File: src/include/uart_irq_settings.svh
`ifndef UART_IRQ_SETTINGS_SVH
`define UART_IRQ_SETTINGS_SVH

// Receive FIFO entries
`define UART_IRQ_FIFO_DEPTH 16

// Read and write pointer width, log2 of the depth
`define UART_IRQ_FIFO_PTR_W 4

// Idle clocks with data waiting before a character timeout
`define UART_IRQ_TIMEOUT_CYCLES 32

`endif

File: src/uart_irq_pkg.sv
`default_nettype none

package uart_irq_pkg;

  // Register offset on the CPU port
  // 0 RHR/THR, 1 IER, 2 ISR/FCR, 5 LSR, 6 MSR
  typedef logic [2:0] reg_addr_t;

  // Character and register data
  typedef logic [7:0] byte_t;

  // Interrupt enables
  // [0] data ready and timeout, [1] THR empty
  // [2] receive line status, [3] modem status
  typedef logic [3:0] ier_t;

  // FIFO control
  // [0] FIFO enable, [1] receive FIFO reset (self clearing)
  // [7:6] trigger code, 1/4/8/14 entries
  typedef logic [7:0] fcr_t;

  // Interrupt identification code, ISR bits 3:1
  typedef logic [2:0] irq_id_t;

  // ISR layout
  // [0] low while pending, [3:1] id, [5:4] zero, [7:6] FIFOs present
  typedef logic [7:0] isr_t;

  // Winning cause of the priority encoder
  typedef enum logic [2:0] {
    IRQ_NONE,
    IRQ_RLS,
    IRQ_RXDR,
    IRQ_TIMEOUT,
    IRQ_THRE,
    IRQ_MSTAT
  } irq_state_e;

endpackage

`default_nettype wire

File: src/uart_interrupts.sv
`timescale 1ns/1ps
`default_nettype none

module uart_interrupts (
  input  wire logic                clk_i,
  input  wire logic                reset_i,
  input  wire logic                rx_fifo_trigger_i,
  input  wire logic                rx_timeout_i,
  input  wire logic                data_ready_i,
  input  wire logic [3:0]          lsr_errs_i,
  input  wire uart_irq_pkg::byte_t msr_i,
  input  wire logic                thr_empty_i,
  input  wire uart_irq_pkg::ier_t  ier_i,
  input  wire uart_irq_pkg::fcr_t  fcr_i,
  input  wire logic                rhr_read_i,
  input  wire logic                lsr_read_i,
  input  wire logic                msr_read_i,
  input  wire logic                thr_write_i,
  output uart_irq_pkg::isr_t       isr_o,
  output logic                     irq_o
);
  import uart_irq_pkg::*;

  logic       fifo_en;
  logic       rls_src;
  logic       rxdr_src;
  logic       tmo_src;
  logic       thre_src;
  logic       mst_src;
  logic       rxdr_clr;
  logic       rls_q;
  logic       rxdr_q;
  logic       tmo_q;
  logic       thre_q;
  logic       mst_q;
  irq_state_e state;
  irq_id_t    irq_id;

  assign fifo_en = fcr_i[0];

  //////////////////////////////////////////////////////////////////////
  // Enabled sources
  //////////////////////////////////////////////////////////////////////

  assign rls_src  = ier_i[2] & (|lsr_errs_i);
  // Trigger level in FIFO mode, single byte otherwise
  assign rxdr_src = ier_i[0] & (fifo_en ? rx_fifo_trigger_i : data_ready_i);
  // Timeout only exists with the FIFO on
  assign tmo_src  = ier_i[0] & fifo_en & rx_timeout_i;
  assign thre_src = ier_i[1] & thr_empty_i;
  // Any of the four deltas
  assign mst_src  = ier_i[3] & (|msr_i[3:0]);

  // In FIFO mode, the read must find the level already below trigger
  assign rxdr_clr = rhr_read_i & (~fifo_en | ~rx_fifo_trigger_i);

  //////////////////////////////////////////////////////////////////////
  // Cause latches
  //////////////////////////////////////////////////////////////////////

  // Clear wins over a source still high in the same cycle
  always_ff @(posedge clk_i) begin
    if (reset_i) begin
      rls_q  <= 1'b0;
      rxdr_q <= 1'b0;
      tmo_q  <= 1'b0;
      thre_q <= 1'b0;
      mst_q  <= 1'b0;
    end else begin
      rls_q  <= (rls_src | rls_q) & ~lsr_read_i;
      rxdr_q <= (rxdr_src | rxdr_q) & ~rxdr_clr;
      tmo_q  <= (tmo_src | tmo_q) & ~rhr_read_i;
      thre_q <= (thre_src | thre_q) & ~thr_write_i;
      mst_q  <= (mst_src | mst_q) & ~msr_read_i;
    end
  end

  //////////////////////////////////////////////////////////////////////
  // Priority encoder
  //////////////////////////////////////////////////////////////////////

  always_comb begin
    if (rls_q) begin
      state = IRQ_RLS;
    end else if (rxdr_q) begin
      state = IRQ_RXDR;
    end else if (tmo_q) begin
      state = IRQ_TIMEOUT;
    end else if (thre_q) begin
      state = IRQ_THRE;
    end else if (mst_q) begin
      state = IRQ_MSTAT;
    end else begin
      state = IRQ_NONE;
    end
  end

  // 16550 id codes; modem status and idle share zero
  always_comb begin
    case (state)
      IRQ_RLS:     irq_id = 3'd3;
      IRQ_RXDR:    irq_id = 3'd2;
      IRQ_TIMEOUT: irq_id = 3'd6;
      IRQ_THRE:    irq_id = 3'd1;
      default:     irq_id = 3'd0;
    endcase
  end

  // Line stays high until every latched cause is served
  assign irq_o = rls_q | rxdr_q | tmo_q | thre_q | mst_q;
  // FIFOs present, status bit active low
  assign isr_o = {2'b11, 2'b00, irq_id, (state == IRQ_NONE)};

endmodule

`default_nettype wire

File: src/uart_irq_top.sv
`timescale 1ns/1ps
`default_nettype none

module uart_irq_top (
  input  wire logic                    clk_i,
  input  wire logic                    reset_i,
  // CPU register port
  input  wire uart_irq_pkg::reg_addr_t reg_addr_i,
  input  wire logic                    reg_wr_i,
  input  wire logic                    reg_rd_i,
  input  wire uart_irq_pkg::byte_t     reg_wdata_i,
  output uart_irq_pkg::byte_t          reg_rdata_o,
  // Decoded receive characters
  input  wire logic                    rx_valid_i,
  input  wire uart_irq_pkg::byte_t     rx_data_i,
  input  wire logic                    rx_par_err_i,
  input  wire logic                    rx_frame_err_i,
  input  wire logic                    rx_break_i,
  // Modem pins
  input  wire logic                    cts_i,
  input  wire logic                    dsr_i,
  input  wire logic                    ri_i,
  input  wire logic                    dcd_i,
  // Transmitter hand-off
  input  wire logic                    tx_take_i,
  output uart_irq_pkg::byte_t          tx_data_o,
  output logic                         irq_o
);
  import uart_irq_pkg::*;

  // Register port strobes and control
  ier_t       ier;
  fcr_t       fcr;
  logic       rhr_read;
  logic       lsr_read;
  logic       msr_read;
  logic       thr_write;
  logic       fifo_clear;
  // Receive FIFO
  byte_t      rx_head;
  logic       data_ready;
  logic       rx_fifo_trigger;
  logic       rx_timeout;
  logic       overrun;
  // Status
  logic [3:0] lsr_errs;
  logic       thr_empty;
  byte_t      msr;
  isr_t       isr;

  uart_reg_if UART_REG_IF (
    .clk_i        (clk_i),
    .reset_i      (reset_i),
    .reg_addr_i   (reg_addr_i),
    .reg_wr_i     (reg_wr_i),
    .reg_rd_i     (reg_rd_i),
    .reg_wdata_i  (reg_wdata_i),
    .reg_rdata_o  (reg_rdata_o),
    .rx_head_i    (rx_head),
    .lsr_errs_i   (lsr_errs),
    .data_ready_i (data_ready),
    .thr_empty_i  (thr_empty),
    .msr_i        (msr),
    .isr_i        (isr),
    .ier_o        (ier),
    .fcr_o        (fcr),
    .rhr_read_o   (rhr_read),
    .lsr_read_o   (lsr_read),
    .msr_read_o   (msr_read),
    .thr_write_o  (thr_write),
    .fifo_clear_o (fifo_clear)
  );

  uart_rx_fifo UART_RX_FIFO (
    .clk_i             (clk_i),
    .reset_i           (reset_i),
    .rx_valid_i        (rx_valid_i),
    .rx_data_i         (rx_data_i),
    .fcr_i             (fcr),
    .rhr_read_i        (rhr_read),
    .fifo_clear_i      (fifo_clear),
    .rx_head_o         (rx_head),
    .data_ready_o      (data_ready),
    .rx_fifo_trigger_o (rx_fifo_trigger),
    .rx_timeout_o      (rx_timeout),
    .overrun_o         (overrun)
  );

  uart_status_regs UART_STATUS_REGS (
    .clk_i          (clk_i),
    .reset_i        (reset_i),
    .rx_valid_i     (rx_valid_i),
    .rx_par_err_i   (rx_par_err_i),
    .rx_frame_err_i (rx_frame_err_i),
    .rx_break_i     (rx_break_i),
    .overrun_i      (overrun),
    .cts_i          (cts_i),
    .dsr_i          (dsr_i),
    .ri_i           (ri_i),
    .dcd_i          (dcd_i),
    .lsr_read_i     (lsr_read),
    .msr_read_i     (msr_read),
    .thr_write_i    (thr_write),
    .wdata_i        (reg_wdata_i),
    .tx_take_i      (tx_take_i),
    .lsr_errs_o     (lsr_errs),
    .msr_o          (msr),
    .thr_empty_o    (thr_empty),
    .tx_data_o      (tx_data_o)
  );

  uart_interrupts UART_INTERRUPTS (
    .clk_i             (clk_i),
    .reset_i           (reset_i),
    .rx_fifo_trigger_i (rx_fifo_trigger),
    .rx_timeout_i      (rx_timeout),
    .data_ready_i      (data_ready),
    .lsr_errs_i        (lsr_errs),
    .msr_i             (msr),
    .thr_empty_i       (thr_empty),
    .ier_i             (ier),
    .fcr_i             (fcr),
    .rhr_read_i        (rhr_read),
    .lsr_read_i        (lsr_read),
    .msr_read_i        (msr_read),
    .thr_write_i       (thr_write),
    .isr_o             (isr),
    .irq_o             (irq_o)
  );

endmodule

`default_nettype wire

File: src/uart_reg_if.sv
`timescale 1ns/1ps
`default_nettype none

module uart_reg_if (
  input  wire logic                    clk_i,
  input  wire logic                    reset_i,
  input  wire uart_irq_pkg::reg_addr_t reg_addr_i,
  input  wire logic                    reg_wr_i,
  input  wire logic                    reg_rd_i,
  input  wire uart_irq_pkg::byte_t     reg_wdata_i,
  output uart_irq_pkg::byte_t          reg_rdata_o,
  input  wire uart_irq_pkg::byte_t     rx_head_i,
  input  wire logic [3:0]              lsr_errs_i,
  input  wire logic                    data_ready_i,
  input  wire logic                    thr_empty_i,
  input  wire uart_irq_pkg::byte_t     msr_i,
  input  wire uart_irq_pkg::isr_t      isr_i,
  output uart_irq_pkg::ier_t           ier_o,
  output uart_irq_pkg::fcr_t           fcr_o,
  output logic                         rhr_read_o,
  output logic                         lsr_read_o,
  output logic                         msr_read_o,
  output logic                         thr_write_o,
  output logic                         fifo_clear_o
);
  import uart_irq_pkg::*;

  ier_t  ier_q;
  fcr_t  fcr_q;
  byte_t lsr;
  logic  ier_wr;
  logic  fcr_wr;

  //////////////////////////////////////////////////////////////////////
  // Access decode
  //////////////////////////////////////////////////////////////////////

  // Offset 0 is THR on write, RHR on read
  assign thr_write_o = reg_wr_i & (reg_addr_i == 3'd0);
  // Empty RHR reads must not move the read pointer
  assign rhr_read_o  = reg_rd_i & (reg_addr_i == 3'd0) & data_ready_i;
  assign ier_wr      = reg_wr_i & (reg_addr_i == 3'd1);
  // Offset 2 is FCR on write, ISR on read
  assign fcr_wr      = reg_wr_i & (reg_addr_i == 3'd2);
  assign lsr_read_o  = reg_rd_i & (reg_addr_i == 3'd5);
  assign msr_read_o  = reg_rd_i & (reg_addr_i == 3'd6);

  // FIFO flush on explicit reset bit or mode switch
  assign fifo_clear_o = fcr_wr & (reg_wdata_i[1] | (reg_wdata_i[0] ^ fcr_q[0]));

  //////////////////////////////////////////////////////////////////////
  // Control registers
  //////////////////////////////////////////////////////////////////////

  always_ff @(posedge clk_i) begin
    if (reset_i) begin
      ier_q <= '0;
      fcr_q <= '0;
    end else begin
      if (ier_wr) begin
        ier_q <= reg_wdata_i[3:0];
      end
      // Bit 1 acts once, reserved bits read back zero
      if (fcr_wr) begin
        fcr_q <= {reg_wdata_i[7:6], 5'b00000, reg_wdata_i[0]};
      end
    end
  end

  assign ier_o = ier_q;
  assign fcr_o = fcr_q;

  //////////////////////////////////////////////////////////////////////
  // Read data
  //////////////////////////////////////////////////////////////////////

  // LSR assembly
  // [7] any receive error, [6] transmitter idle, [5] THR empty
  // [4:1] break, framing, parity, overrun, [0] data ready
  // No shifter here, so transmitter idle follows THR empty
  assign lsr = {|lsr_errs_i, thr_empty_i, thr_empty_i,
                lsr_errs_i[3], lsr_errs_i[2], lsr_errs_i[1], lsr_errs_i[0],
                data_ready_i};

  always_comb begin
    case (reg_addr_i)
      3'd0:    reg_rdata_o = data_ready_i ? rx_head_i : 8'h00;
      3'd1:    reg_rdata_o = {4'b0000, ier_q};
      3'd2:    reg_rdata_o = isr_i;
      3'd5:    reg_rdata_o = lsr;
      3'd6:    reg_rdata_o = msr_i;
      default: reg_rdata_o = 8'h00;
    endcase
  end

endmodule

`default_nettype wire

File: src/uart_rx_fifo.sv
`timescale 1ns/1ps
`default_nettype none

`include "uart_irq_settings.svh"

module uart_rx_fifo (
  input  wire logic                clk_i,
  input  wire logic                reset_i,
  input  wire logic                rx_valid_i,
  input  wire uart_irq_pkg::byte_t rx_data_i,
  input  wire uart_irq_pkg::fcr_t  fcr_i,
  input  wire logic                rhr_read_i,
  input  wire logic                fifo_clear_i,
  output uart_irq_pkg::byte_t      rx_head_o,
  output logic                     data_ready_o,
  output logic                     rx_fifo_trigger_o,
  output logic                     rx_timeout_o,
  output logic                     overrun_o
);
  import uart_irq_pkg::*;

  localparam int unsigned PTR_W = `UART_IRQ_FIFO_PTR_W;
  localparam int unsigned TO_W  = $clog2(`UART_IRQ_TIMEOUT_CYCLES + 1);

  // Fill count needs one extra bit to hold the full depth
  typedef logic [PTR_W:0]   cnt_t;
  typedef logic [PTR_W-1:0] ptr_t;
  typedef logic [TO_W-1:0]  idle_t;

  localparam cnt_t  DEPTH  = cnt_t'(`UART_IRQ_FIFO_DEPTH);
  localparam idle_t TO_MAX = idle_t'(`UART_IRQ_TIMEOUT_CYCLES);

  byte_t mem [`UART_IRQ_FIFO_DEPTH];
  ptr_t  wr_ptr;
  ptr_t  rd_ptr;
  cnt_t  fill_cnt;
  idle_t idle_cnt;
  cnt_t  trig_lvl;
  logic  full;
  logic  push;
  logic  pop;

  //////////////////////////////////////////////////////////////////////
  // Fill state
  //////////////////////////////////////////////////////////////////////

  // Non-FIFO mode behaves as a single holding byte
  assign full = fcr_i[0] ? (fill_cnt >= DEPTH) : (fill_cnt != '0);

  // Character on a full FIFO is dropped and flagged
  assign push      = rx_valid_i & ~full;
  assign overrun_o = rx_valid_i & full;
  // Register port only strobes a read while data is waiting
  assign pop       = rhr_read_i;

  always_comb begin
    case (fcr_i[7:6])
      2'd0:    trig_lvl = cnt_t'(1);
      2'd1:    trig_lvl = cnt_t'(4);
      2'd2:    trig_lvl = cnt_t'(8);
      default: trig_lvl = cnt_t'(14);
    endcase
  end

  assign rx_head_o         = mem[rd_ptr];
  assign data_ready_o      = (fill_cnt != '0);
  assign rx_fifo_trigger_o = (fill_cnt >= trig_lvl);

  always_ff @(posedge clk_i) begin
    if (reset_i || fifo_clear_i) begin
      wr_ptr   <= '0;
      rd_ptr   <= '0;
      fill_cnt <= '0;
    end else begin
      if (push) begin
        wr_ptr <= wr_ptr + 1'b1;
      end
      if (pop) begin
        rd_ptr <= rd_ptr + 1'b1;
      end
      // Simultaneous push and pop leave the count alone
      if (push && !pop) begin
        fill_cnt <= fill_cnt + 1'b1;
      end else if (pop && !push) begin
        fill_cnt <= fill_cnt - 1'b1;
      end
    end
  end

  // Storage
  always_ff @(posedge clk_i) begin
    if (push) begin
      mem[wr_ptr] <= rx_data_i;
    end
  end

  //////////////////////////////////////////////////////////////////////
  // Character timeout
  //////////////////////////////////////////////////////////////////////

  // Restart on any traffic, saturate at the limit
  always_ff @(posedge clk_i) begin
    if (reset_i || fifo_clear_i || push || pop || !data_ready_o) begin
      idle_cnt <= '0;
    end else if (idle_cnt != TO_MAX) begin
      idle_cnt <= idle_cnt + 1'b1;
    end
  end

  assign rx_timeout_o = (idle_cnt == TO_MAX) & data_ready_o;

endmodule

`default_nettype wire

File: src/uart_status_regs.sv
`timescale 1ns/1ps
`default_nettype none

module uart_status_regs (
  input  wire logic                clk_i,
  input  wire logic                reset_i,
  input  wire logic                rx_valid_i,
  input  wire logic                rx_par_err_i,
  input  wire logic                rx_frame_err_i,
  input  wire logic                rx_break_i,
  input  wire logic                overrun_i,
  input  wire logic                cts_i,
  input  wire logic                dsr_i,
  input  wire logic                ri_i,
  input  wire logic                dcd_i,
  input  wire logic                lsr_read_i,
  input  wire logic                msr_read_i,
  input  wire logic                thr_write_i,
  input  wire uart_irq_pkg::byte_t wdata_i,
  input  wire logic                tx_take_i,
  output logic [3:0]               lsr_errs_o,
  output uart_irq_pkg::byte_t      msr_o,
  output logic                     thr_empty_o,
  output uart_irq_pkg::byte_t      tx_data_o
);
  import uart_irq_pkg::*;

  logic [3:0] err_new;
  logic [3:0] err_q;
  logic [3:0] modem_now;
  logic [3:0] modem_q;
  logic [3:0] delta_now;
  logic [3:0] delta_q;
  logic       thr_empty_q;
  byte_t      thr_q;

  //////////////////////////////////////////////////////////////////////
  // Line status errors
  //////////////////////////////////////////////////////////////////////

  // Order {break, framing, parity, overrun}
  assign err_new = {rx_break_i & rx_valid_i,
                    rx_frame_err_i & rx_valid_i,
                    rx_par_err_i & rx_valid_i,
                    overrun_i};

  // A new error in the read cycle survives the read
  always_ff @(posedge clk_i) begin
    if (reset_i) begin
      err_q <= '0;
    end else begin
      err_q <= (lsr_read_i ? 4'b0000 : err_q) | err_new;
    end
  end

  assign lsr_errs_o = err_q;

  //////////////////////////////////////////////////////////////////////
  // Modem inputs
  //////////////////////////////////////////////////////////////////////

  // Order {DCD, RI, DSR, CTS}, same as MSR bits 7:4
  assign modem_now = {dcd_i, ri_i, dsr_i, cts_i};

  // RI only counts its trailing edge
  assign delta_now = {modem_now[3] ^ modem_q[3],
                      modem_q[2] & ~modem_now[2],
                      modem_now[1] ^ modem_q[1],
                      modem_now[0] ^ modem_q[0]};

  always_ff @(posedge clk_i) begin
    if (reset_i) begin
      // Track the pins so release from reset shows no delta
      modem_q <= modem_now;
      delta_q <= '0;
    end else begin
      modem_q <= modem_now;
      delta_q <= (msr_read_i ? 4'b0000 : delta_q) | delta_now;
    end
  end

  assign msr_o = {modem_q, delta_q};

  //////////////////////////////////////////////////////////////////////
  // Transmit holding register
  //////////////////////////////////////////////////////////////////////

  // Write in the take cycle refills the holding byte
  always_ff @(posedge clk_i) begin
    if (reset_i) begin
      thr_empty_q <= 1'b1;
    end else if (thr_write_i) begin
      thr_empty_q <= 1'b0;
    end else if (tx_take_i) begin
      thr_empty_q <= 1'b1;
    end
  end

  always_ff @(posedge clk_i) begin
    if (thr_write_i) begin
      thr_q <= wdata_i;
    end
  end

  assign thr_empty_o = thr_empty_q;
  assign tx_data_o   = thr_q;

endmodule

`default_nettype wire

File: config.mk
export PLATFORM = sky130hd
export DESIGN_NAME = uart_irq_top
export DESIGN_NICKNAME = d
export VERILOG_FILES = /design/src/uart_irq_pkg.sv /design/src/uart_interrupts.sv /design/src/uart_irq_top.sv /design/src/uart_reg_if.sv /design/src/uart_rx_fifo.sv /design/src/uart_status_regs.sv
export VERILOG_INCLUDE_DIRS = /design/src /design/src/include
export SDC_FILE = /design/constraint.sdc
export NUM_CORES = 1
export LEC_CHECK = 0
export ABC_AREA = 1
export ABC_CLOCK_PERIOD_IN_PS = 2450
export BUFFER_PORTS_ARGS = -buffer_cell sky130_fd_sc_hd__buf_2
export CORE_ASPECT_RATIO = 1.4
export CORE_UTILIZATION = 60
export CTS_CLUSTER_SIZE = 20
export DETAILED_ROUTE_END_ITERATION = 8
export PLACE_DENSITY_LB_ADDON = 0.25
export SLEW_MARGIN = 10
export SYNTH_ARGS = -nofsm -noshare
export SYNTH_HDL_FRONTEND = slang
export SYNTH_SLANG_ARGS = --single-unit
File: constraint.sdc
create_clock -name clk_i -period 2.45 [get_ports clk_i]
set_input_delay 0.49 -clock clk_i [delete_from_list [all_inputs] [get_ports clk_i]]
set_output_delay 0.49 -clock clk_i [all_outputs]
set_load 0.005 [all_outputs]
==> metrics.yaml <==
place:
  port_buffers: 48
  dp_hpwl_um: 12400
  place_congestion: 0.885
drt:
  via_count: 5808
  drcViolationCount: 0
  drtAntennaViolNets: 0
  routed_via_density: 5.74
  wl_um: 18000
  wire_per_inst_um: 17.8
  drt-initial-drc-count: 384
  firstDrtPassIters: 5
critical_path:
  worstPathMaxFanout: 16
  r2r_slack_ns: 0.21
  slowest_stage: "dfxtp_4"
  cp_common_cell: "nand2_1"
  path_class: "reg2out"
  endpoint_kind: "primary output"
  crit_path_max_incr_delay_ns: 0.38
  cp-start-kind: "flop"
  critPathCapture: "reg_rdata_o[3]"
  reg2reg_to: "UART_RX_FIFO.fill_cnt[4]$_SDFFE_PP0P_"
  arrival_ns: 1.86
  required_ns: 1.96
  reg2reg_depth: 13
  r2r_start: "UART_RX_FIFO.fill_cnt[2]$_SDFFE_PP0P_"
  cp_cell_sequence: "inv_6, buf_12, nand2_1, nand3_1, nand3_1, nand2_1, nand2_1, nand2_1, nand2_1, nand2_1, buf_2"
cells_and_area:
  diodes: 0
  area_growth_pct: 15.6
  fin_nets: 894
  final_util: 0.712
  n_fill_cell: 917
  drive_above_1_share: 0.165
die:
  core.rowCount: 49
  die-width_um: 98.9
  start_util: 0.616
  dieArea_um2: 13600
  coreArea_um2: 12800
  io_pins: 49
  chipHeight_um: 138
power:
  power_leakage_nw: 3.57
  ir_drop_uv: 507
  p_per_area_nw_per_um2: 831
yosys:
  syn_nets: 819
  yosysWarnings: 0
  yosysMostFrequentCell: "nand2_1"
  netlist_top_cells_area: "edfxtp_1, dfxtp_1, nand2_1"
  synth_cell_type_count: 35
  ys_ff_latch: 184
  synth.top_cell.area_share: 0.517
  synth_area_per_cell_um2: 10.2
  ys_async_sr_fraction: 0
  yosysTopAreaCell: "edfxtp_1"
  netlist_top_cells_count: "nand2_1, edfxtp_1, nand3_1, inv_1, dfxtp_1"
  synth_ff_type: "edfxtp_1"
  synth_edf_count: 136
  synth_area_um2: 7900
  syn_inst: 771
  ys_seq_area_frac: 0.639
status:
  status: "complete, no violations"
grt:
  grt_max_degree: 45
  grt_pass1_vias: 5894
  grt_use_total: 0.280
  grt_first_pass_wirelength_um: 28200
  antenna_found_initial: 0
  grt_overflow: 0
cts:
  cts-hold-fix-buffers: 0
  clk_latency_ns: 0.42
  clk_pin_slew_worst_paths_ns: 0.07
  cts_tree: "done"
  cts.path.max_buffers: 2
  cts_root_buf: "clkbuf_16"
  numCtsBuffers: 17
  htree_levels: 4
  cts_sinks: 184
worst_hold_path:
  hp-class: "in2reg"
timing:
  hold_viol: 0
  clock.fmax_mhz: 425
  slew_violations: 0
  finalWorstPathRequiredPeriod_ns: 2.35
  setup_viol: 0
  slew_headroom: 0.739
  min_period_over_period: 0.961
  setup-tns-final_ns: 0
  worstMarginPinSlew_ns: 0.390
  finClkSkew_ns: 0.00820
run:
  cap_violations: 0
-- cell usage in the layout, fill, tap and decap left out, types with 3 or more instances in the layout --
cell       instances
nor3_1             6
o21ai_0           24
nand2_1          210
nor2_1            40
ha_1              15
dfxtp_1           43
a21oi_1           31
clkinv_2           5
o22ai_1            4
nand2_2            3
buf_12             3
inv_1             52
nand4_1            4
clkinv_4           3
edfxtp_1         136
nand3_1          131
dfxtp_2            4
clkbuf_16         20
xnor2_1            8
buf_6              3
xor2_1             6
buf_2             49
buf_4             26
inv_2              4
inv_6              5
-- worst min path at each step --
stage	cells after the start	from	slack (ns)	end
4_1_cts	1	ri_i	0.18	UART_STATUS_REGS.modem_q[2]$_DFF_P_
3_3_place_gp	2	UART_STATUS_REGS.delta_q[0]$_SDFF_PP0_	0.46	UART_STATUS_REGS.delta_q[0]$_SDFF_PP0_
3_5_place_dp	2	UART_REG_IF.ier_o[3]$_SDFFE_PP0P_	0.46	UART_REG_IF.ier_o[3]$_SDFFE_PP0P_
6_report	1	cts_i	0.19	UART_STATUS_REGS.modem_q[0]$_DFF_P_
5_1_grt	1	ri_i	0.17	UART_STATUS_REGS.modem_q[2]$_DFF_P_
2_1_floorplan	2	UART_STATUS_REGS.delta_q[0]$_SDFF_PP0_	0.44	UART_STATUS_REGS.delta_q[0]$_SDFF_PP0_
-- per-layer routing --
metal / track usage / routed length [µm] / vias up
met4: 0.157 / 749 / 0
li1: - / - / 2786
met2: 0.531 / 9870 / 218
met3: 0.0568 / 806 / 66
met1: 0.285 / 6590 / 2738
met5: 0 / 0 / -
-- through the flow --
stage               power, mW  hold slack [ns]  instances  cell area [µm²]  setup WS (ns)
global route             7.92            0.168       1012             9130       -0.00354
CTS                      7.58            0.176       1008             9030        -0.0184
detailed placement       4.98            0.463        974             8420          0.121
global placement         4.92            0.458        974             8420          0.172
floorplan                4.57            0.441        771             7900          0.397
finish                   7.58            0.187       1012             9130         0.0952
-- cells by family after synthesis --
logic type	after synthesis	synth area share
xor+xnor	14	0.0155
flops	184	0.639
fa+ha+maj	16	0.0263
buf+inv	87	0.0463
compound gates	65	0.0450
simple gates	405	0.228
-- final cells by class --
cell class	count	area [µm²]	area share
flip-flops and latches	184	5050	0.554
well taps	153	191	0.0210
clock inverters	12	86.3	0.00946
repair buffers	84	589	0.0646
clock buffers	20	489	0.0536
multi-input cells	500	2480	0.272
inverters	59	234	0.0256
-- worst max-delay path: cells and delay by family (launching register included) --
family	cells	cell delay (ns)
DFF	1	0.38
and+or+nand+nor	8	0.66
buffers and inverters	3	0.39
-- repair_timing --
item / CTS / global route
resized for setup: 5 / 15
endpoints found under the setup margin: 8 / 8
setup buffers: 2 / 2
cloned: 0 / 2
-- where the power goes --
| part | switching, mW | leakage [nW] | internal, mW | total, mW |
|---|---|---|---|---|
| Sequential | 0.108 | 1.62 | 3.53 | 3.64 |
| Combinational | 0.832 | 1.66 | 0.488 | 1.32 |
| Clock | 1.16 | 0.291 | 1.46 | 2.62 |
-- flip-flops by register name, summed over array words and instances (netlist names), 5 cells and up, named ones only --
name	flops
UART_RX_FIFO.fill_cnt	5
UART_STATUS_REGS.tx_data_o	8
UART_RX_FIFO.idle_cnt	6
UART_RX_FIFO.mem	128
Power figures use the tool's default switching activity.
